===== config.mk =====
export PLATFORM = sky130hd
export DESIGN_NAME = read_merge
export DESIGN_NICKNAME = d
export VERILOG_FILES = /design/src/hw/inst_mem_pkg.sv /design/src/hw/read_merge.sv
export SDC_FILE = /design/constraint.sdc
export NUM_CORES = 1
export LEC_CHECK = 0
export BUFFER_PORTS_ARGS = -buffer_cell sky130_fd_sc_hd__buf_2
export CORE_ASPECT_RATIO = 1.1
export CORE_MARGIN = 8
export CORE_UTILIZATION = 32
export DETAILED_ROUTE_END_ITERATION = 10
export PLACE_DENSITY = 0.81
export SLEW_MARGIN = 20
export SYNTH_ARGS = -nofsm -noshare
export SYNTH_HDL_FRONTEND = slang
export SYNTH_SLANG_ARGS = --single-unit

===== constraint.sdc =====
create_clock -name clk -period 1.5 [get_ports clk]
set_input_delay 0.15 -clock clk [delete_from_list [all_inputs] [get_ports clk]]
set_output_delay 0.15 -clock clk [all_outputs]
set_load 0.02 [all_outputs]

===== src/hw/inst_mem_pkg.sv =====
// ---------------------------------------------------------------------
// Instruction memory package
// Word widths, region map, bank geometry, boot vector and loader image
// ---------------------------------------------------------------------
`default_nettype none

package inst_mem_pkg;

    localparam int ADDR_W = 14;
    localparam int DATA_W = 16;

    typedef logic [ADDR_W-1:0] addr_t;
    typedef logic [DATA_W-1:0] word_t;

    // Region map, RAM below the bootloader
    localparam int RAM_WORDS  = 16000;
    localparam int BOOT_START = 16000;
    localparam int BOOT_WORDS = 384;
    localparam int ROM_ADDR_W = 9;

    localparam int BANK_COUNT  = 4;
    localparam int BANK_WORDS  = 4000;
    localparam int BANK_ADDR_W = 12;
    localparam int BANK_SEL_W  = 2;

    typedef logic [BANK_ADDR_W-1:0] bank_addr_t;

    // Word 0 holds the bootloader byte address, words 1 to 3 load it and jump
    localparam int INIT_LEN = 8;
    localparam word_t BOOT_VECTOR [INIT_LEN] = '{
        16'h7D00, 16'h0000, 16'hD020, 16'h001E,
        16'h0000, 16'h0000, 16'h0000, 16'h0000
    };

    // Loader program, rest of the ROM reads as zero
    localparam int BOOT_IMAGE_LEN = 16;
    localparam word_t BOOT_IMAGE [BOOT_IMAGE_LEN] = '{
        16'h1000, 16'h2100, 16'hD000, 16'h4012,
        16'h3110, 16'h8021, 16'hD010, 16'h5001,
        16'h6120, 16'h9002, 16'h003A, 16'h1200,
        16'hA031, 16'h7102, 16'hD020, 16'h001E
    };

    typedef enum logic [2:0] {
        REGION_BANK0,
        REGION_BANK1,
        REGION_BANK2,
        REGION_BANK3,
        REGION_ROM,
        REGION_NONE
    } region_t;

endpackage

`default_nettype wire


===== src/hw/read_merge.sv =====
// ---------------------------------------------------------------------
// Read merge
// Remembers which region the last read went to and returns
// only that region's word
// ---------------------------------------------------------------------
`timescale 1ns/10ps
`default_nettype none

module read_merge
    import inst_mem_pkg::*;
(
    input  logic    clk,
    input  logic    reset,
    input  region_t rd_region,
    input  word_t   bank_rdata [BANK_COUNT],
    input  word_t   rom_rdata,
    output word_t   data_out
);

    region_t last_region;

    // Aligned with the registered outputs of the storage blocks
    always_ff @(posedge clk)
    begin
        if (!reset)
            last_region <= REGION_NONE;
        else
            last_region <= rd_region;
    end

    // Other blocks are ignored, even if their word is not zero
    always_comb
    begin
        data_out = '0;
        if (last_region == REGION_ROM)
        begin
            data_out = rom_rdata;
        end
        else
        begin
            for (int i = 0; i < BANK_COUNT; i++)
            begin
                if (last_region == region_t'(3'(i)))
                    data_out = bank_rdata[i];
            end
        end
    end

endmodule

`default_nettype wire


==> run_results.csv <==
group,metric,value,unit
worst_setup_path,cp_slowest_stage_delay,370,ps
sta,slew_headroom,60.9,%
cells_and_area,n_antenna_cell,0,
clock_tree,cts_made_buffers,3,
power,ir_drop,0.441,mV
power,switching_power,0.000229,W
worst_setup_path,crit_slowest_cell,"dfxtp_4",
cells_and_area,register_area,65.1,µm²
power,p_leak,0.897,nW
power,p_total,0.000677,W
floorplanning,start_util,32.7,%
floorplanning,fp.dieH,68.2,µm
placement,gp_congestion,0.814,
power,p_per_area,424,nW/µm²
yosys,ys_types,18,
global_route,antenna_found_initial,1,
power,comb_power_share,66.0,%
cells_and_area,drive_gt1_share,69.0,%
cells_and_area,area_delta_synth_final,102,%
power,p_int,0.000448,W
global_route,grt_pass1_wl,5780,µm
sta,fin_ws,-319,ps
worst_hold_path,hold_path_class,"input pin to flip-flop",
clock_tree,cts_tree,"built",
floorplanning,core,2420,µm²
placement,io_buffers,100,
worst_setup_path,critPathArrivalTime,1670,ps
worst_setup_path,startpoint_type,"flip-flop",
yosys,syn_avg_cell_area,7.84,µm²
global_route,grt_pass1_vias,1317,
clock_tree,htreeDepth,1,
sta,drv_slew,0,
drt,ant_nets,0,
outcome,status,"finished with violations",
sta,period_minus_slack,1820,ps
run,maxCapViolCount,0,
sta,setup_viol_count_final,16,
sta,min_period_over_period,121,%
cells_and_area,final_cell_mix,"buf_2, nand2_1, buf_4",
clock_tree,cts_root_buffer,"clkbuf_4",
floorplanning,die_area,4320,µm²
worst_hold_path,min_from,"rd_region[0]",
worst_setup_path,crit_type,"flip-flop to output pin",
clock_tree,clock_path_buffers,2,
placement,place_ws,-266,ps
power,pwr-share-seq,13.7,%
cells_and_area,nets,302,
power,p_clk_share,20.3,%
global_route,grt_overflow_total,0,
clock_tree,clock_sinks,3,
yosys,netlist_instances,101,
cells_and_area,reg_top3,"last_region: 3 flops",
worst_hold_path,whs_endpoint,"last_region[0]$_SDFF_PN1_",
cells_and_area,fillers,236,
worst_setup_path,cp.required,1350,ps
cells_and_area,multi_input_area,723,µm²
worst_hold_path,hold_depth,2,
sta,rsz0062_at_grt,"yes",
worst_setup_path,critPathMaxFanout,7,
power,p_sw_share,33.9,%
cells_and_area,fin_util,65.9,%
worst_setup_path,path_cells,"buf_16 -> buf_4 -> mux2_4 -> a222oi_1 -> nand2_1 -> buf_2",
worst_setup_path,critPathCaptureType,"output pin",
placement,placed_cells,233,
global_route,grt_max_degree,15,
yosys,syn_nets,186,
yosys,synth_warnings,0,
placement,dp_hpwl,2920,µm
yosys,seq_area_frac_synth,7.58,%
drt,wl_per_cell,16.1,µm
cells_and_area,instances_no_fill,247,
floorplanning,rows,19,
drt,vias,1281,
yosys,netlist_area,792,µm²
cells_and_area,top_register,"last_region",
cells_and_area,layout_commonest_cell,"buf_2",
cells_and_area,largest_reg_flops,3,
drt,drtIter0Drc,98,
sta,worst_slew_pin_slew,586,ps
drt,totalWireLength,3990,µm
yosys,ys_ff_latch,3,
drt,drc,0,
clock_tree,cts.clk_slew.worst_paths,30,ps
sta,final_hold_viol_count,0,
drt,first_pass_iters,5,
floorplanning,io_pins,101,
outcome,violations,"negative setup slack",
floorplanning,die_x,63.4,µm
global_route,grt_usage,16.4,%
sta,fmax,550,MHz
drt,via_per_inst,5.19,
## layout make-up
cell class / instances / share of cell area, %
clock buffer: 4 / 1.64
multi-input combinational: 90 / 45.3
sequential: 3 / 4.07
tap: 31 / 2.43
timing repair buffer: 119 / 46.6
## synthesized netlist by cell type, drive strengths merged
master | count | area, µm²
dfxtp | 3 | 60.1
nand2b | 2 | 12.5
and2 | 1 | 6.26
a222oi | 13 | 130
a22oi | 3 | 22.5
nand2 | 28 | 105
nor3b | 3 | 27.5
o22ai | 2 | 12.5
and3b | 1 | 8.76
mux2 | 17 | 225
nor2 | 1 | 3.75
a21oi | 2 | 10.0
buf | 9 | 67.6
nor2b | 16 | 100
## worst max-delay path by stage
stage	slack (ps)	to	from
floorplan	30	data_out[0]	last_region[1]$_SDFF_PN0_
global placement	-260	data_out[7]	last_region[0]$_SDFF_PN1_
detailed placement	-270	data_out[7]	last_region[0]$_SDFF_PN1_
CTS	-290	data_out[7]	last_region[1]$_SDFF_PN0_
global route	-400	data_out[15]	last_region[1]$_SDFF_PN0_
finish	-320	data_out[9]	last_region[1]$_SDFF_PN0_
## stage by stage
step | area (µm²) | setup TNS [ps] | hold slack [ps]
5_1_grt | 1600 | -5170 | 87.5
3_3_place_gp | 1350 | -2980 | 331
3_5_place_dp | 1350 | -3150 | 333
2_1_floorplan | 792 | 0 | 223
6_report | 1600 | -3840 | 100
4_1_cts | 1550 | -4070 | 90.6
## power by group through the flow
stage / Combinational (W) / Clock [W] / Sequential (W)
CTS: 0.000429 / 0.000146 / 0.0000932
finish: 0.000447 / 0.000137 / 0.0000927
global route: 0.000477 / 0.000157 / 0.0000937
floorplan: 0.000205 / 0 / 0.0000883
global placement: 0.000365 / 0 / 0.0000892
detailed placement: 0.000371 / 0 / 0.0000895
## logic make-up after synthesis
family	synth area share, %
compound gates	22.1
mux	28.4
simple gates	33.3
buf+inv	8.53
flops	7.58
## routing by layer
layer	part of all wire, %	vias to the layer above	global-route usage (%)
met5	0.33	-	0
met2	51	71	30.8
met1	38	587	17.7
met4	1.3	2	5.29
met3	8.9	6	4.58
li1	-	615	-
## repair_timing
action,in CTS,in global routing
pin swaps,13,13
resized for setup,29,10
hold buffers,0,0
cloned,3,0
setup endpoints to repair,16,16
setup buffers,3,5
hold endpoints to repair,0,0
## worst max-delay path: cells and delay by family (launching register included)
family / cells / cell delay, ps
compound gates: 1 / 280
buf+inv: 3 / 430
flops: 1 / 370
mux: 1 / 280
simple gates: 1 / 80
No activity file was read; power rests on OpenSTA's default activity.
