[src/hw/inst_mem_pkg.sv]
// ---------------------------------------------------------------------
// Instruction memory package
// Word widths, region map, bank geometry, boot vector and loader image
// ---------------------------------------------------------------------
`default_nettype none

package inst_mem_pkg;

    localparam int ADDR_W = 14;
    localparam int DATA_W = 16;

    typedef logic [ADDR_W-1:0] addr_t;
    typedef logic [DATA_W-1:0] word_t;

    // Region map, RAM below the bootloader
    localparam int RAM_WORDS  = 16000;
    localparam int BOOT_START = 16000;
    localparam int BOOT_WORDS = 384;
    localparam int ROM_ADDR_W = 9;

    localparam int BANK_COUNT  = 4;
    localparam int BANK_WORDS  = 4000;
    localparam int BANK_ADDR_W = 12;
    localparam int BANK_SEL_W  = 2;

    typedef logic [BANK_ADDR_W-1:0] bank_addr_t;

    // Word 0 holds the bootloader byte address, words 1 to 3 load it and jump
    localparam int INIT_LEN = 8;
    localparam word_t BOOT_VECTOR [INIT_LEN] = '{
        16'h7D00, 16'h0000, 16'hD020, 16'h001E,
        16'h0000, 16'h0000, 16'h0000, 16'h0000
    };

    // Loader program, rest of the ROM reads as zero
    localparam int BOOT_IMAGE_LEN = 16;
    localparam word_t BOOT_IMAGE [BOOT_IMAGE_LEN] = '{
        16'h1000, 16'h2100, 16'hD000, 16'h4012,
        16'h3110, 16'h8021, 16'hD010, 16'h5001,
        16'h6120, 16'h9002, 16'h003A, 16'h1200,
        16'hA031, 16'h7102, 16'hD020, 16'h001E
    };

    typedef enum logic [2:0] {
        REGION_BANK0,
        REGION_BANK1,
        REGION_BANK2,
        REGION_BANK3,
        REGION_ROM,
        REGION_NONE
    } region_t;

endpackage

`default_nettype wire

[src/hw/boot_vector_init.sv]
// ---------------------------------------------------------------------
// Boot vector initializer
// Writes the boot vector into the first RAM words after reset,
// then hands the memory over to the processor bus
// ---------------------------------------------------------------------
`timescale 1ns/10ps
`default_nettype none

module boot_vector_init
    import inst_mem_pkg::*;
(
    input  logic  clk,
    input  logic  reset,
    output logic  init_active,
    output addr_t init_addr,
    output word_t init_data,
    output logic  inst_ready
);

    logic [2:0] count;

    // Steps through the vector, holds on the last word
    always_ff @(posedge clk)
    begin
        if (!reset)
        begin
            count      <= '0;
            inst_ready <= 1'b0;
        end
        else if (count == 3'(INIT_LEN - 1))
        begin
            inst_ready <= 1'b1;
        end
        else
        begin
            count <= count + 3'd1;
        end
    end

    assign init_active = ~inst_ready;
    assign init_addr   = addr_t'(count);
    assign init_data   = BOOT_VECTOR[count];

endmodule

`default_nettype wire

[config.mk]
export PLATFORM = sky130hd
export DESIGN_NAME = boot_vector_init
export DESIGN_NICKNAME = d
export VERILOG_FILES = /design/src/hw/inst_mem_pkg.sv /design/src/hw/boot_vector_init.sv
export SDC_FILE = /design/constraint.sdc
export NUM_CORES = 1
export LEC_CHECK = 0
export BUFFER_PORTS_ARGS = -buffer_cell sky130_fd_sc_hd__buf_4
export CELL_PAD_IN_SITES_DETAIL_PLACEMENT = 1
export CELL_PAD_IN_SITES_GLOBAL_PLACEMENT = 1
export CORE_ASPECT_RATIO = 0.9
export CORE_MARGIN = 2
export CORE_UTILIZATION = 22
export DETAILED_ROUTE_END_ITERATION = 12
export PLACE_DENSITY_LB_ADDON = 0.1
export SLEW_MARGIN = 20
export SYNTH_ARGS = -nofsm -noshare
export SYNTH_HDL_FRONTEND = slang
export SYNTH_SLANG_ARGS = --single-unit
[constraint.sdc]
create_clock -name clk -period 1.3 [get_ports clk]
set_input_delay 0.13 -clock clk [delete_from_list [all_inputs] [get_ports clk]]
set_output_delay 0.13 -clock clk [all_outputs]
set_load 0.005 [all_outputs]
==> out/results.tsv <==
stage	metric	value	unit
run_status	status	complete, but fails checks	
run_status	violations	setup timing	
cts	clock_latency	240	ps
place	dpl.hpwl	606.2	um
yosys	synthTopCellsByArea	buf_4, dfxtp_1, ha_1, nor2b_1, inv_1	
finish	regArea	83.83	sq um
min_path	worst_hold_path_type	primary input to flop	
setup_path	r2r_start	count[0]	
finish	areaGrowthSynthToFinish	39.58	%
setup_path	r2r_end	count[2]	
yosys	yosysSeqAreaShare	19.34	%
min_path	min_delay_path_depth	2	
drt	via_count	290	
sta	finalWorstSetupSlack	-0.5754	ps
drt	drc_errors	0	
min_path	hold_end	inst_ready	
cts	cts.root.buffer_cell	clkbuf_4	
global_routing	grt_pass1_vias	234	
setup_path	critPathTopFamily	flip-flops	
setup_path	path_cells	buf_6 > inv_6 > ha_4 > nor2b_4 > buf_6	
floorplan	row_count	14	
setup_path	critPathBufInv	3	
power_and_ir_drop	p_int	0.3676	mW
power_and_ir_drop	power.leakage	0.2910	nW
sta	finalCritPeriodShare	100.0	%
floorplan	die_x	49.74	um
floorplan	dieArea	0.002246	sq mm
drt	wl	720	um
run	maxCapViolCount	0	
finish	fillCellCount	228	
setup_path	cp_data_arrival_time	1170	ps
setup_path	cp_slowest_cell	dfxtp_2	
setup_path	endpoint_kind	primary output	
global_routing	grt_use_total	6.571	%
setup_path	cp.required	1170	ps
place	place_ws	75.12	ps
power_and_ir_drop	swShare	29.58	%
cts	clock_sinks	4	
cts	cts_tree	yes	
setup_path	reg2regPathDepth	4	
sta	drv_slew	0	
sta	hold_violations	0	
power_and_ir_drop	seq_power_share	27.7	%
cts	clk_path_buf_depth	2	
finish	drive_gt1_share	56.25	%
sta	grt_setup_unrepaired	true	
yosys	avgSynthCellArea	8.452	sq um
drt	firstDrtPassIters	2	
drt	viasPerCell	3.295	
finish	diodes	0	
finish	multi_input_area	239.0	sq um
yosys	synth_cells	49	
setup_path	start_kind	flop	
sta	setup_viol_count_final	1	
finish	nNetsFinal	73	
setup_path	critical_path_class	flop to primary output	
place	io_buffers	18	
power_and_ir_drop	switching_power	0.1544	mW
power_and_ir_drop	irDropWorstVdd	395.8	uV
sta	min_period	1301	ps
power_and_ir_drop	p_comb_share	42.2	%
floorplan	pin_count	34	
global_routing	grt_pass1_wl	1.048	mm
min_path	worstHoldStart	reset	
global_routing	grt.overflow.total	0	
global_routing	antenna_found_initial	0	
drt	drt_iter0_drc	2	
floorplan	core_area	0.001717	sq mm
floorplan	dieHeight	45.16	um
cts	h-tree-depth	1	
floorplan	start_util	24.13	%
drt	antenna_left	0	
sta	fin_hold_ws	116.3	ps
setup_path	critPathMaxFanout	4	
yosys	synth_seq_cells	4	
setup_path	critical_path.max_stage_delay	310	ps
sta	finClkSkew	0.9880	ps
power_and_ir_drop	p_per_area	903.0	mW/mm^2
yosys	syn_area	414.1	sq um
sta	timing.fmax	768.9	MHz
drt	routedWlPerCell	8.182	um
place	gp_congestion	0.6625	
setup_path	crit_path_frequent_cell	buf_6	
setup_path	crit_cells	5	
cts	clk_pin_slew_worst_paths	40	ps
finish	final_cell_mix	conb_1, buf_4, buf_6	
setup_path	ff2ff_setup_slack	50	ps
yosys	netlist.area_leader.share	41.69	%
cts	numCtsBuffers	3	
yosys	synth_cell_types	14	
global_routing	grt_max_degree	8	
yosys	ys_warn_count	0	
yosys	synth_top_area_cell	buf_4	
power_and_ir_drop	clkPwrFrac	30.1	%
## how the worst max path moves through the flow
stage                   from            end  slack [ps]
global placement    count[2]       count[2]          90
finish              count[0]   init_data[8]        -0.6
global route        count[0]  init_data[10]         -40
floorplan           count[0]       count[2]          90
CTS                 count[1]  init_data[13]          -1
detailed placement  count[0]       count[2]          80
## metrics by stage
stage,power (mW),instances,cell area (sq um),setup TNS [ps],util (%)
finish,0.5220,88,578.1,-0.5754,33.67
global route,0.5609,88,578.1,-352.3,33.67
CTS,0.5228,88,570.5,-1.611,33.24
detailed placement,0.3108,84,474.2,0,27.62
floorplan,0.2790,63,466.7,0,-
global placement,0.3110,84,474.2,0,27.62
## final cells by class
cell class / instances / share of cell area, %
Clock buffer: 3 / 3.896
Inverter: 4 / 3.896
Multi-Input combinational cell: 32 / 41.34
Sequential cell: 4 / 14.50
Tap cell: 24 / 5.195
Timing Repair Buffer: 21 / 31.17
## power by group through the flow
stage | Clock [mW] | Sequential [mW] | Combinational, mW
after global placement | 0 | 0.142 | 0.169
after floorplan | 0 | 0.145 | 0.134
after detailed placement | 0 | 0.142 | 0.169
final | 0.157 | 0.144 | 0.220
after CTS | 0.162 | 0.144 | 0.217
after global routing | 0.172 | 0.146 | 0.242
## cell families after synthesis
kind of cell | Yosys count | share of synthesized area [%]
other | 1 | 0.9055
AND/OR/NAND/NOR | 8 | 10.27
flip-flops | 4 | 19.34
buffers and inverters | 27 | 45.32
multiplexers | 1 | 2.417
AO/OA/AOI/OAI | 2 | 4.532
adder cells (fa/ha/maj) | 5 | 15.11
XOR/XNOR | 1 | 2.115
## cell usage after synthesis
cell type / instances
buf_4: 23
mux2i_1: 1
and2_1: 1
nand2_1: 1
conb_1: 1
xnor2_1: 1
a21boi_2: 1
nor2_1: 2
nor2b_1: 3
dfxtp_1: 4
o21a_1: 1
or2_1: 1
inv_1: 4
ha_1: 5
## repair_timing
item | in CTS | in global routing
pin swaps | 2 | 3
setup endpoints to repair | 8 | 12
resized for setup | 20 | 3
setup buffers | 1 | 0
hold buffers | 0 | 0
## registers in the layout (all words and copies together) (netlist names)
| name | count |
|---|---|
| count | 3 |
| inst_ready | 1 |
## routing by layer
metal	track usage (%)	vias up	part of all wire, %	wire (um)
met2	9.600	19	46	333
met5	0	-	0	0
met1	7.585	128	40	286
met3	3.974	3	12	87
met4	3.333	0	1.8	13
li1	-	140	-	-
Power figures use the tool's default switching activity.
