$ cat src/hw/inst_mem_pkg.sv
// ---------------------------------------------------------------------
// Instruction memory package
// Word widths, region map, bank geometry, boot vector and loader image
// ---------------------------------------------------------------------
`default_nettype none

package inst_mem_pkg;

    localparam int ADDR_W = 14;
    localparam int DATA_W = 16;

    typedef logic [ADDR_W-1:0] addr_t;
    typedef logic [DATA_W-1:0] word_t;

    // Region map, RAM below the bootloader
    localparam int RAM_WORDS  = 16000;
    localparam int BOOT_START = 16000;
    localparam int BOOT_WORDS = 384;
    localparam int ROM_ADDR_W = 9;

    localparam int BANK_COUNT  = 4;
    localparam int BANK_WORDS  = 4000;
    localparam int BANK_ADDR_W = 12;
    localparam int BANK_SEL_W  = 2;

    typedef logic [BANK_ADDR_W-1:0] bank_addr_t;

    // Word 0 holds the bootloader byte address, words 1 to 3 load it and jump
    localparam int INIT_LEN = 8;
    localparam word_t BOOT_VECTOR [INIT_LEN] = '{
        16'h7D00, 16'h0000, 16'hD020, 16'h001E,
        16'h0000, 16'h0000, 16'h0000, 16'h0000
    };

    // Loader program, rest of the ROM reads as zero
    localparam int BOOT_IMAGE_LEN = 16;
    localparam word_t BOOT_IMAGE [BOOT_IMAGE_LEN] = '{
        16'h1000, 16'h2100, 16'hD000, 16'h4012,
        16'h3110, 16'h8021, 16'hD010, 16'h5001,
        16'h6120, 16'h9002, 16'h003A, 16'h1200,
        16'hA031, 16'h7102, 16'hD020, 16'h001E
    };

    typedef enum logic [2:0] {
        REGION_BANK0,
        REGION_BANK1,
        REGION_BANK2,
        REGION_BANK3,
        REGION_ROM,
        REGION_NONE
    } region_t;

endpackage

`default_nettype wire

$ cat src/hw/bank_router.sv
// ---------------------------------------------------------------------
// Request router
// Picks the initializer or the bus and steers the access to one RAM
// bank or to the ROM, with the region tag of any read
// ---------------------------------------------------------------------
`timescale 1ns/10ps
`default_nettype none

module bank_router
    import inst_mem_pkg::*;
(
    input  logic                  clk,
    input  logic                  reset,
    input  logic                  init_active,
    input  addr_t                 init_addr,
    input  word_t                 init_data,
    input  logic                  enable,
    input  logic                  write_en,
    input  addr_t                 addr,
    input  word_t                 data_in,
    output logic [BANK_COUNT-1:0] bank_en,
    output logic                  bank_we,
    output bank_addr_t            bank_addr,
    output word_t                 bank_data,
    output logic                  rom_en,
    output logic [ROM_ADDR_W-1:0] rom_addr,
    output region_t               rd_region
);

    logic                  bus_open;
    logic                  req_valid;
    logic                  req_we;
    addr_t                 req_addr;
    word_t                 req_data;
    logic                  in_rom;
    logic [BANK_SEL_W-1:0] bank_sel;
    addr_t                 bank_base;

    // Bus opens together with the last boot vector write
    always_ff @(posedge clk)
    begin
        if (!reset)
            bus_open <= 1'b0;
        else if (init_active && init_addr == addr_t'(INIT_LEN - 1))
            bus_open <= 1'b1;
    end

    always_comb
    begin
        req_valid = 1'b0;
        req_we    = 1'b0;
        req_addr  = '0;
        req_data  = '0;
        if (init_active)
        begin
            req_valid = 1'b1;
            req_we    = 1'b1;
            req_addr  = init_addr;
            req_data  = init_data;
        end
        else if (bus_open && enable)
        begin
            req_valid = 1'b1;
            req_we    = write_en;
            req_addr  = addr;
            req_data  = data_in;
        end
    end

    // Highest bank whose base is not above the address
    always_comb
    begin
        bank_sel  = '0;
        bank_base = '0;
        for (int i = 0; i < BANK_COUNT; i++)
        begin
            if (req_addr >= addr_t'(i * BANK_WORDS))
            begin
                bank_sel  = BANK_SEL_W'(i);
                bank_base = addr_t'(i * BANK_WORDS);
            end
        end
    end

    assign in_rom = (req_addr >= addr_t'(BOOT_START));

    always_comb
    begin
        bank_en = '0;
        if (req_valid && !in_rom)
            bank_en[bank_sel] = 1'b1;
    end

    assign bank_we   = req_we;
    assign bank_addr = bank_addr_t'(req_addr - bank_base);
    assign bank_data = req_data;

    // ROM writes fall through here with no enable
    assign rom_en   = req_valid && in_rom && !req_we;
    assign rom_addr = ROM_ADDR_W'(req_addr - addr_t'(BOOT_START));

    always_comb
    begin
        if (!req_valid || req_we)
            rd_region = REGION_NONE;
        else if (in_rom)
            rd_region = REGION_ROM;
        else
            rd_region = region_t'(3'(bank_sel));
    end

endmodule

`default_nettype wire

$ cat config.mk
export PLATFORM = sky130hd
export DESIGN_NAME = bank_router
export DESIGN_NICKNAME = d
export VERILOG_FILES = /design/src/hw/inst_mem_pkg.sv /design/src/hw/bank_router.sv
export SDC_FILE = /design/constraint.sdc
export NUM_CORES = 1
export LEC_CHECK = 0
export BUFFER_PORTS_ARGS = -buffer_cell sky130_fd_sc_hd__buf_4
export CAP_MARGIN = 10
export CORE_UTILIZATION = 33
export DETAILED_ROUTE_END_ITERATION = 7
export HOLD_SLACK_MARGIN = 0.1
export PLACE_DENSITY = 0.81
export SETUP_SLACK_MARGIN = 0.05
export SLEW_MARGIN = 20
export SYNTH_ARGS = -nofsm -noshare
export SYNTH_HDL_FRONTEND = slang
export SYNTH_SLANG_ARGS = --single-unit
$ cat constraint.sdc
create_clock -name clk -period 4.35 [get_ports clk]
set_clock_uncertainty 0.2 [all_clocks]
set_input_delay 0.87 -clock clk [delete_from_list [all_inputs] [get_ports clk]]
set_output_delay 0.87 -clock clk [all_outputs]
set_load 0.005 [all_outputs]
==> results.md <==
- The half-perimeter wire length after placement is 3.97 mm.
- Clock-pin slew was measured on the worst setup and hold paths at 0 ps.
- The number of global-route vias before repair is 1853.
- The class of the most critical setup path is in -> out.
- The via count is 1875.
- The power density relative to cell area is 117 mW/mm2.
- 0 antenna diodes ended up in the layout.
- Across the run, the number of max-cap violations was 0.
- 111 I/O pins were placed.
- The buffers plus inverters on the worst setup path is 2.
- The tightest min-delay check is of the reg -> reg type.
- The most common cell after layout, fill and taps aside is buf_4.
- The number of DRC markers after the initial detailed-route iteration is 102.
- The worst-case vdd ir drop is 0.0657 mV.
- Counting the fill cells in the layout gives around 250.
- In the final layout, the registers with the most flip-flops are bus_open x1.
- The number of different library cells used by synthesis comes to between 40 and 50.
- The residual DRC count is 0.
- The most used cell along the critical path is nor2_1.
- Counting flops and latches in the post-synthesis netlist gives 1.
- The net total in the final layout is 385.
- The number of standard-cell rows in the floorplan is 20.
- The share of the synthesized area in the top cell type is 12.3%.
- The maximum fanout encountered on the critical timing path is 5.
- The post-synthesis cell count is 166.
- At the end of routability-driven placement, the weighted congestion stood at 0.870.
- Dividing the detail-routed via count by the number of cells gives 5.28.
- Cells fill between 70% and 80% of the core in the end.
- The share of the Yosys chip area taken by registers is 1.76%.
- STA classifies the critical path endpoint as an output port.
- The vertical die dimension is 60.6 um.
- The total routed wirelength is 4.96 mm.
- Dividing the detail-routed wire length by the instance count gives 14.0 um.
- The largest delay contributor family on the critical path is simple AND/OR/NAND/NOR gates.
- The remaining antenna violation count after routing is 0.
- The setup-violating endpoint count in the final report is 4.
- The delay of the slowest cell on the worst path is about 540 ps.
- Measured along the x axis, the die boundary spans 60.6 um.
- The total overflow left after global routing is 0.
- The number of antenna violations at the first check in global routing came to 0.
- The timing-limited maximum frequency is 213 MHz.
- The most frequently used flop master after synthesis is dfxtp_1.
- The post-synthesis async set-or-reset flop share is 0%.
- The worst path in the final design needs a cycle of 4690 ps, including I/O delays and setup.
- For this design, the slowest cell found on the critical path is or4_4.
- The number of buffers added to fix hold violations after cts is 0.
- Data on the critical path is required at its endpoint by about 3300 ps.
- The register cell area after layout is 20.0 um2.
- The global-route usage over all layers is 26.8%.
- For this run, the number of Yosys warnings is 0.
- The critical path goes through buf_8 > nand4b_1 > and2_4 > or4_4 > o41ai_4 > a2bb2oi_2 > or2_1 > ha_4 > a21oi_2 > nor2_1 > nor2_1 > nand2b_1 > a31oi_1 > xnor2_1 > buf_4.
- The number of synthesized flops with an enable pin is 0.
- The cell taking the most area after synthesis is a22o_1.
- The register with the most flip-flops is bus_open.
- After layout, the worst setup slack is -337 ps.
- The final reports fail on setup timing.
- The number of max-slew violations in the final report was 0.
- The static power due to leakage is about 1.3 nW.
- The synthesized area per cell is between 6 and 7 um2.
- The number of nets in the synthesized netlist is 238.
- In the final layout, the multi-input gates occupy between 0.001 and 0.0015 mm2.
- The number of flip-flops in the largest register is 1.
- Buffers placed on the I/O ports in this run total 110.
- Setup repair after global routing could not meet its margin everywhere.
- Compared with the post-synthesis result, the final layout area differs by 114%.
- The portion of the clock cycle consumed by the worst path in the final layout is 108%.
- The first global-routing pass estimated 7.67 mm of wire.
- For this configuration, the core starts out at a cell density of 36.0%.
- After floorplanning, the core was sized to cover between 0.003 and 0.004 mm2.
- The signal arrival time at the worst endpoint is 3620 ps.
- In the post-synthesis netlist, the biggest area contributors are a22o_1 (12%), ha_1 (7.7%), nand2_1 (7.6%), nor2_1 (5.6%), nand4b_1 (3.9%).
- Entering global routing, the biggest net connects 19 pins.
- The source-to-sink clock delay at the later pin of the worst-skew pair is 0 ps.
- The flow ran to the end, but the final reports show violations.
- In this run the cell area of the synthesized design comes to 0.00113 mm2.
- For the final routed database, the setup TNS stands at -1050 ps.
- The pin slew with the least headroom to its limit is 458 ps.
- The number of hold-slack violations in the final timing report is 0.
- The first detailed-routing pass took 4 iterations.
- The critical path launch point type is a primary input.
- The share of final-layout standard cells stronger than drive strength 1 is 59.2%.
- In the layout the commonest cells are buf_4 (157), nand2_1 (20), nor2_1 (16), a22o_1 (16).
- The remaining max-slew budget at the tightest pin is 69.2%.
- The floorplan step defined a die boundary enclosing 0.00368 mm2.
==> Yosys cell counts (2+ instances only) <==
master / number
a32oi_1: 2
nor2_1: 17
nor3_1: 2
a22oi_1: 3
nand3_1: 6
nand3b_1: 2
mux2i_1: 3
nand4b_1: 5
ha_1: 7
o21ai_1: 2
and3b_1: 2
a22o_1: 16
buf_4: 5
a31oi_1: 4
inv_1: 8
nand4_1: 2
nor2b_1: 4
buf_6: 2
and4_1: 2
xnor2_1: 4
nand2_1: 23
clkbuf_1: 4
nor4b_1: 2
and2_1: 4
o21ai_0: 6
a21oi_1: 5
buf_2: 4
==> cells by family after synthesis <==
kind of cell             share of synthesized area [%]
AO/OA/AOI/OAI                                     35.8
XOR/XNOR                                          3.86
adder cells (fa/ha/maj)                           7.72
buffers and inverters                             11.0
flip-flops                                        1.76
multiplexers                                      2.65
AND/OR/NAND/NOR                                   37.2
==> report_power, final <==
part | total, mW | internal (mW) | switching, mW
logic | 0.274 | 0.166 | 0.108
clock network | 0 | 0 | 0
registers | 0.00936 | 0.00936 | 0.00000151
total | 0.283 | 0.175 | 0.108
==> metrics by stage <==
stage	power, mW	std cells	area [um2]	worst slack (ps)	hold WS, ps
6_report	0.283	355	2420	-337	519
2_1_floorplan	0.113	166	1160	-93.3	395
4_1_cts	0.275	354	2390	-294	492
3_5_place_dp	0.257	349	2270	-355	486
3_3_place_gp	0.252	349	2270	-274	484
5_1_grt	0.306	355	2420	-493	545
==> layer usage <==
| metal | wire, um | up-vias | global-route usage [%] | part of all wire, % |
|---|---|---|---|---|
| met3 | 336 | 8 | 2.99 | 6.8 |
| li1 | - | 910 | - | - |
| met1 | 1890 | 862 | 28.9 | 38 |
| met4 | 63 | 0 | 5.19 | 1.3 |
| met5 | 0 | - | 0 | 0 |
| met2 | 2660 | 95 | 55.3 | 54 |
==> layout make-up <==
cell class / instances / share of cell area (%)
multi-input combinational: 142 / 44.5
inverter: 8 / 1.34
tap: 44 / 2.27
sequential: 1 / 0.826
timing repair buffer: 160 / 51.1
==> worst register-to-register path, stage by stage (launching register included) <==
cell and delay (ps):
dfxtp_1 520, a31oi_1 80, nor2b_1 120
==> repair_timing <==
action | in CTS | in global routing
resized for setup | 14 | 7
pin swaps | 4 | 2
setup endpoints to repair | 5 | 5
buffers inserted | 4 | 1
cloned | 1 | 0
==> final timing paths <==
kind | startpoint | end | slack [ps] | cells after the start
worst max-delay path | init_active | bank_addr[11] | -340 | 15
worst min-delay path | bus_open | bus_open | 520 | 2
worst max register to register | bus_open | bus_open | 3350 | 2
worst min register to register | bus_open | bus_open | 520 | 2
Power figures use the tool's default switching activity.
