## config.mk

```make
export PLATFORM = sky130hd
export DESIGN_NAME = boot_rom
export DESIGN_NICKNAME = d
export VERILOG_FILES = /design/src/hw/inst_mem_pkg.sv /design/src/hw/boot_rom.sv
export SDC_FILE = /design/constraint.sdc
export NUM_CORES = 1
export LEC_CHECK = 0
export BUFFER_PORTS_ARGS = -buffer_cell sky130_fd_sc_hd__buf_2
export CAP_MARGIN = 25
export CORE_UTILIZATION = 44
export CTS_CLUSTER_DIAMETER = 60
export DETAILED_ROUTE_END_ITERATION = 8
export PLACE_DENSITY = 0.77
export SYNTH_ARGS = -nofsm -noshare
export SYNTH_HDL_FRONTEND = slang
export SYNTH_SLANG_ARGS = --single-unit
```

## constraint.sdc

```tcl
create_clock -name clk -period 1 [get_ports clk]
set_input_delay 0.1 -clock clk [delete_from_list [all_inputs] [get_ports clk]]
set_output_delay 0.1 -clock clk [all_outputs]
set_load 0.05 [all_outputs]
```

## src/hw/inst_mem_pkg.sv

```systemverilog
// ---------------------------------------------------------------------
// Instruction memory package
// Word widths, region map, bank geometry, boot vector and loader image
// ---------------------------------------------------------------------
`default_nettype none

package inst_mem_pkg;

    localparam int ADDR_W = 14;
    localparam int DATA_W = 16;

    typedef logic [ADDR_W-1:0] addr_t;
    typedef logic [DATA_W-1:0] word_t;

    // Region map, RAM below the bootloader
    localparam int RAM_WORDS  = 16000;
    localparam int BOOT_START = 16000;
    localparam int BOOT_WORDS = 384;
    localparam int ROM_ADDR_W = 9;

    localparam int BANK_COUNT  = 4;
    localparam int BANK_WORDS  = 4000;
    localparam int BANK_ADDR_W = 12;
    localparam int BANK_SEL_W  = 2;

    typedef logic [BANK_ADDR_W-1:0] bank_addr_t;

    // Word 0 holds the bootloader byte address, words 1 to 3 load it and jump
    localparam int INIT_LEN = 8;
    localparam word_t BOOT_VECTOR [INIT_LEN] = '{
        16'h7D00, 16'h0000, 16'hD020, 16'h001E,
        16'h0000, 16'h0000, 16'h0000, 16'h0000
    };

    // Loader program, rest of the ROM reads as zero
    localparam int BOOT_IMAGE_LEN = 16;
    localparam word_t BOOT_IMAGE [BOOT_IMAGE_LEN] = '{
        16'h1000, 16'h2100, 16'hD000, 16'h4012,
        16'h3110, 16'h8021, 16'hD010, 16'h5001,
        16'h6120, 16'h9002, 16'h003A, 16'h1200,
        16'hA031, 16'h7102, 16'hD020, 16'h001E
    };

    typedef enum logic [2:0] {
        REGION_BANK0,
        REGION_BANK1,
        REGION_BANK2,
        REGION_BANK3,
        REGION_ROM,
        REGION_NONE
    } region_t;

endpackage

`default_nettype wire

```

## src/hw/boot_rom.sv

```systemverilog
// ---------------------------------------------------------------------
// Bootloader ROM
// Fixed loader image with a registered read word, zero when idle
// ---------------------------------------------------------------------
`timescale 1ns/10ps
`default_nettype none

module boot_rom
    import inst_mem_pkg::*;
(
    input  logic                  clk,
    input  logic                  reset,
    input  logic                  en,
    input  logic [ROM_ADDR_W-1:0] addr,
    output word_t                 rdata
);

    word_t image_word;

    // Offsets past the image read as zero
    always_comb
    begin
        image_word = '0;
        for (int i = 0; i < BOOT_IMAGE_LEN; i++)
        begin
            if (addr == ROM_ADDR_W'(i))
                image_word = BOOT_IMAGE[i];
        end
    end

    always_ff @(posedge clk)
    begin
        if (!reset)
            rdata <= '0;
        else if (en)
            rdata <= image_word;
        else
            rdata <= '0;
    end

endmodule

`default_nettype wire

```

==> results.txt, run 1 <==
Cell Chain, Critical Path = buf_2
global-route wire length before repair = 1930 µm
Inst Count DP = 104
Detailed Place HPWL = 922 µm
Area growth, synth to finish = 23.9%
vias per cell = 5.02
die area = 1590 µm²
fin crit share = 93.8%
Chip Width = 39.9 µm
drt total wl = 1200 µm
initial core utilization = 48.1%
core area = 1320 µm²
dpl ws = -0.0274 ns
Worst Path Max Fanout = 1
critical path launch point type = register
Yosys cell types = 25
fillers = 116
run status = completed
Max stage delay on crit path = 0.32 ns
cell count after synthesis = 65
flops & latches, synth = 12
number of buffers created by CTS = 3
Clock Power Share = 30.5%
worst vdd ir = 517 µV
maximum capacitance violations = 0
via count = 537
Avg Synthesized Cell Area = 9.74 µm²
HP Start = en
Logic pwr share = 19.2%
class of the worst hold path = in -> reg
Pleak = 0.359 nW
residual DRC count = 0
clock tree from TritonCTS = built
Worst Path Required = 0.90 ns
clk buf depth = 2
Seq pwr share = 50.2%
Hold Path Sink = rdata[8]
worst path arrival time = 0.84 ns
Achievable Freq = 1070 MHz
nets@finish = 106
setup slack after layout = 0.0624 ns
post-layout minimum cycle time = 0.938 ns
initial antenna violation count = 0
Largest Register = rdata
Post-CTS Setup Inserts = 0
CP max-delay cell = dfxtp_1
Seq/Total Area, Yosys = 37.9%
number of routed nets with antenna violations = 0
All-Layer GR Usage = 18.7%
critical path's top delay family = flip-flops
Slew Viols, Final = 0
Switch Pwr = 0.272 mW
Root Driver = clkbuf_4
final core utilization = 59.5%
gpl congestion = 0.855
met3 usage = 3.33%
fraction of layout cells with a size suffix above 1 = 48.9%
CTS clk-pin slew, worst paths = 0.07 ns
synthesized cell area = 633 µm²
Internal Dissipation = 0.681 mW
vias in the first global route = 458
row cnt = 13
Worst setup startpoint = rdata[5]
antenna cell count = 0
Fin Setup TNS = 0 ns
IO Pins = 28
Power Dens Cells = 1210 nW/µm²
Non-Filler Instances = 107
biggest regs = rdata (12)
die height = 39.9 µm
Pre-antenna DRT Iters = 4
htree depth = 1
CTS Sinks = 12
routed len/inst = 11.2 µm
RSZ-0062 raised after global routing = no
grt total ovfl = 0
met2 Use GR = 28.6%
# setup viols final = 0
GR Util met1 = 23.5%
Worst setup EP type = primary output
YS warnings = 0
cell count of the worst hold path = 3
Buf+Inv Stages, Crit Path = 1
post-cts resize count = 0
largest net degree at the start of global routing = 12
Sw Share = 28.5%
endpoints failing hold = 0
1st-iter DRT viols = 13
Crit Path Category = reg -> out
hold buffers post-CTS = 0
busiest grt layer = met2
max FFs per register = 12
port buffer count = 23
how the worst max path moves through the flow:
| stage | endpoint | slack [ns] | cells past startpoint |
|---|---|---|---|
| 2_1_floorplan | rdata[3] | 0.14 | 4 |
| 6_report | rdata[5] | 0.06 | 1 |
| 5_1_grt | rdata[9] | 0.01 | 1 |
| 3_3_place_gp | rdata[14] | 0.03 | 5 |
| 4_1_cts | rdata[5] | 0.06 | 1 |
| 3_5_place_dp | rdata[13] | -0.03 | 5 |
kinds of logic (layout without fill, tap and decap cells):
kind of cell,Yosys count,in the layout,synth area share (%)
flops,12,12,37.9
xor+xnor,2,2,5.14
other cells,1,4,0.592
buf+inv,11,35,12.1
simple gates,27,27,28.1
compound gates,12,12,16.2
through the flow:
| step | hold WS [ns] | power, mW | cell area [µm²] |
|---|---|---|---|
| finish | 0.120 | 0.953 | 785 |
| detailed placement | 0.395 | 0.672 | 762 |
| CTS | 0.118 | 0.949 | 785 |
| global placement | 0.392 | 0.667 | 762 |
| global route | 0.126 | 0.992 | 785 |
| floorplan | 0.274 | 0.632 | 644 |
area by class of cell:
cell class / count / area, µm² / share of cell area, %
inverter: 2 / 7.51 / 0.957
sequential: 12 / 240 / 30.6
timing repair buffer: 30 / 168 / 21.4
clock buffer: 3 / 22.5 / 2.87
tap: 15 / 18.8 / 2.39
multi-input combinational: 45 / 328 / 41.8
cells in the mapped netlist:
library cell / n / share of area (%)
nand2b_1: 2 / 2.0
buf_2: 1 / 0.79
nor2_2: 1 / 0.99
a2111oi_4: 1 / 4.3
nor2_1: 4 / 2.4
a21oi_1: 5 / 4.0
nor3_2: 4 / 6.3
o211ai_1: 1 / 1.2
o22a_1: 1 / 1.4
a211oi_2: 1 / 2.0
inv_1: 2 / 1.2
a32oi_1: 1 / 1.4
nand3_1: 4 / 3.2
conb_1: 1 / 0.59
nor2b_1: 3 / 3.0
nand2_1: 5 / 3.0
and4_1: 1 / 1.4
and2b_4: 1 / 1.6
buf_4: 7 / 8.3
xor2_2: 2 / 5.1
nor4b_2: 1 / 2.4
buf_6: 1 / 1.8
dfxtp_1: 12 / 38
nand4_2: 1 / 2.0
a31oi_1: 2 / 2.0
routing by layer:
metal,up-vias,part of all wire (%)
met5,-,0
li1,268,-
met2,22,48
met4,0,2.3
met3,4,4.4
met1,243,46
power by group through the flow:
| stage | sequential, mW | clock [mW] | combinational [mW] |
|---|---|---|---|
| finish | 0.479 | 0.291 | 0.183 |
| global route | 0.479 | 0.315 | 0.198 |
| CTS | 0.479 | 0.289 | 0.182 |
| detailed placement | 0.490 | 0 | 0.182 |
| global placement | 0.490 | 0 | 0.177 |
| floorplan | 0.494 | 0 | 0.138 |
layout by cell type (no fill, tap or decap):
master / n
clkbuf_4: 3
xor2_2: 2
a31oi_1: 2
o22a_1: 1
nor2_2: 1
and2b_4: 1
nand3_1: 4
buf_4: 7
nor2_1: 4
dfxtp_1: 12
nor4b_2: 1
a32oi_1: 1
and4_1: 1
buf_2: 23
a21oi_1: 5
nand2b_1: 2
a2111oi_4: 1
nor3_2: 4
a211oi_2: 1
nor2b_1: 3
o211ai_1: 1
nand2_1: 5
nand4_2: 1
inv_1: 2
conb_1: 4
No activity file was read; power rests on OpenSTA's default activity.
==> run 2: changes to the inputs <==
--- a/config.mk
+++ b/config.mk
@@ -11,6 +11,7 @@
 export CTS_CLUSTER_DIAMETER = 60
 export DETAILED_ROUTE_END_ITERATION = 8
 export PLACE_DENSITY = 0.77
+export SETUP_SLACK_MARGIN = 0.4
 export SYNTH_ARGS = -nofsm -noshare
 export SYNTH_HDL_FRONTEND = slang
 export SYNTH_SLANG_ARGS = --single-unit
==> results.txt, run 2 (synthesis results as in run 1) <==
run status = completed
vias per cell = 5.32 (+6.0%)
htree depth = 1 (unchanged)
Largest Register = rdata
fin crit share = 86.3% (-7.4 points)
number of stages on the worst setup path = 1 (unchanged)
die area = 1590 µm² (unchanged)
Logic pwr share = 21.6% (+2.4 points)
Achievable Freq = 1160 MHz (+8.6%)
Buf+Inv Stages, Crit Path = 1 (unchanged)
commonest cells after routing, fill and taps aside = dfxtp_2, buf_6, buf_8, buf_2, buf_4
initial antenna violation count = 0 (unchanged)
Crit Path Category = reg -> out
port buffer count = 23 (unchanged)
Non-Filler Instances = 110 (+2.8%)
endpoints failing hold = 0 (unchanged)
maximum capacitance violations = 0 (unchanged)
core area = 1320 µm² (unchanged)
Hold Path Sink = rdata[8]
RSZ-0062 raised after global routing = yes
final core utilization = 80.2% (+21 points)
Worst setup EP type = primary output
Worst Path Required = 0.90 ns (about the same)
setup slack after layout = 0.137 ns (+0.0745 ns)
drt total wl = 1610 µm (+35%)
row cnt = 13 (unchanged)
via count = 585 (+8.9%)
vias in the first global route = 517 (+13%)
dpl ws = -0.0236 ns (+0.00382 ns)
biggest regs = rdata (12)
Switch Pwr = 0.317 mW (+17%)
residual DRC count = 0 (unchanged)
Pre-antenna DRT Iters = 4 (unchanged)
number of buffers created by CTS = 3 (unchanged)
CP max-delay cell = dfxtp_2
# setup viols final = 0 (unchanged)
worst vdd ir = 590 µV (+14%)
Clock Power Share = 35.0% (+4.5 points)
critical path launch point type = register
Root Driver = clkbuf_4
initial core utilization = 48.1% (unchanged)
number of routed nets with antenna violations = 0 (unchanged)
fraction of layout cells with a size suffix above 1 = 70.5% (+22 points)
IO Pins = 28 (unchanged)
cell count of the worst hold path = 2 (-1)
Pleak = 0.415 nW (+16%)
All-Layer GR Usage = 24.2% (+5.6 points)
Seq pwr share = 43.4% (-6.8 points)
gpl congestion = 0.812 (-5.0%)
routed len/inst = 14.7 µm (+31%)
CTS clk-pin slew, worst paths = 0.08 ns (about the same)
Max stage delay on crit path = 0.33 ns (about the same)
CTS Sinks = 12 (unchanged)
Inst Count DP = 102 (-1.9%)
post-layout minimum cycle time = 0.863 ns (-0.0745 ns)
HP Start = addr[1]
nets@finish = 108 (+1.9%)
most common cell after layout, fill and taps aside = dfxtp_2
die height = 39.9 µm (unchanged)
antenna cell count = 0 (unchanged)
worst path arrival time = 0.76 ns (-0.08 ns)
Power Dens Cells = 1050 nW/µm² (-14%)
grt total ovfl = 0 (unchanged)
critical path's top delay family = flip-flops
Internal Dissipation = 0.787 mW (+16%)
class of the worst hold path = in -> reg
clk buf depth = 2 (unchanged)
Worst Path Max Fanout = 1 (unchanged)
clock tree from TritonCTS = built
Slew Viols, Final = 0 (unchanged)
max FFs per register = 12 (unchanged)
hold buffers post-CTS = 0 (unchanged)
Sw Share = 28.7% (+0.17 points)
Detailed Place HPWL = 864 µm (-6.3%)
Area growth, synth to finish = 66.8%
largest net degree at the start of global routing = 14 (+2)
Cell Chain, Critical Path = buf_6
Chip Width = 39.9 µm (unchanged)
global-route wire length before repair = 2370 µm (+23%)
1st-iter DRT viols = 15 (+2)
[run 2: per-stage QoR]
step	TNS [ns]	total power [mW]	hold WS, ns	area, µm²
after CTS	0	1.08	0.0877	996
final	0	1.10	0.0980	1060
after floorplan	0	0.639	0.265	692
after global routing	0	1.15	0.0917	1060
after detailed placement	-0.0280	0.679	0.468	787
after global placement	0	0.677	0.462	787
[run 2: repair_timing]
item	4_1_cts	5_1_grt
setup endpoints to repair	24	24
buffers inserted	3	0
gates resized for setup	37	16
pin swaps	4	4
gates cloned	1	0
endpoints found under the hold margin	0	0
[run 2: worst max-delay path by stage]
stage,to,slack (ns),startpoint
floorplan,rdata[12],0.23,addr[4]
global route,rdata[4],0.12,rdata[4]
detailed placement,rdata[13],-0.02,addr[4]
CTS,rdata[3],0.13,rdata[3]
finish,rdata[3],0.14,rdata[3]
global placement,rdata[8],0.02,addr[4]
[run 2: power groups by stage]
| stage | Sequential (mW) | Clock [mW] | Combinational, mW |
|---|---|---|---|
| after global routing | 0.479 | 0.415 | 0.252 |
| final | 0.479 | 0.387 | 0.238 |
| after global placement | 0.490 | 0 | 0.187 |
| after detailed placement | 0.490 | 0 | 0.189 |
| after CTS | 0.479 | 0.386 | 0.219 |
| after floorplan | 0.494 | 0 | 0.145 |
[run 2: routing by layer]
metal,routed length (µm),vias to the layer above,part of all wire (%),global-route usage [%]
met5,0,-,0,0
met4,68,0,4.2,20.7
met3,82,9,5.1,2.22
met2,829,30,51,43.1
met1,632,266,39,25.2
li1,-,280,-,-
[run 2: final cells by class]
cell class,instances,area (µm²)
clock buffers,4,36.3
multi-input cells,46,415
well taps,15,18.8
flip-flops and latches,12,255
repair buffers,31,323
fillers,71,262
inverters,2,7.51
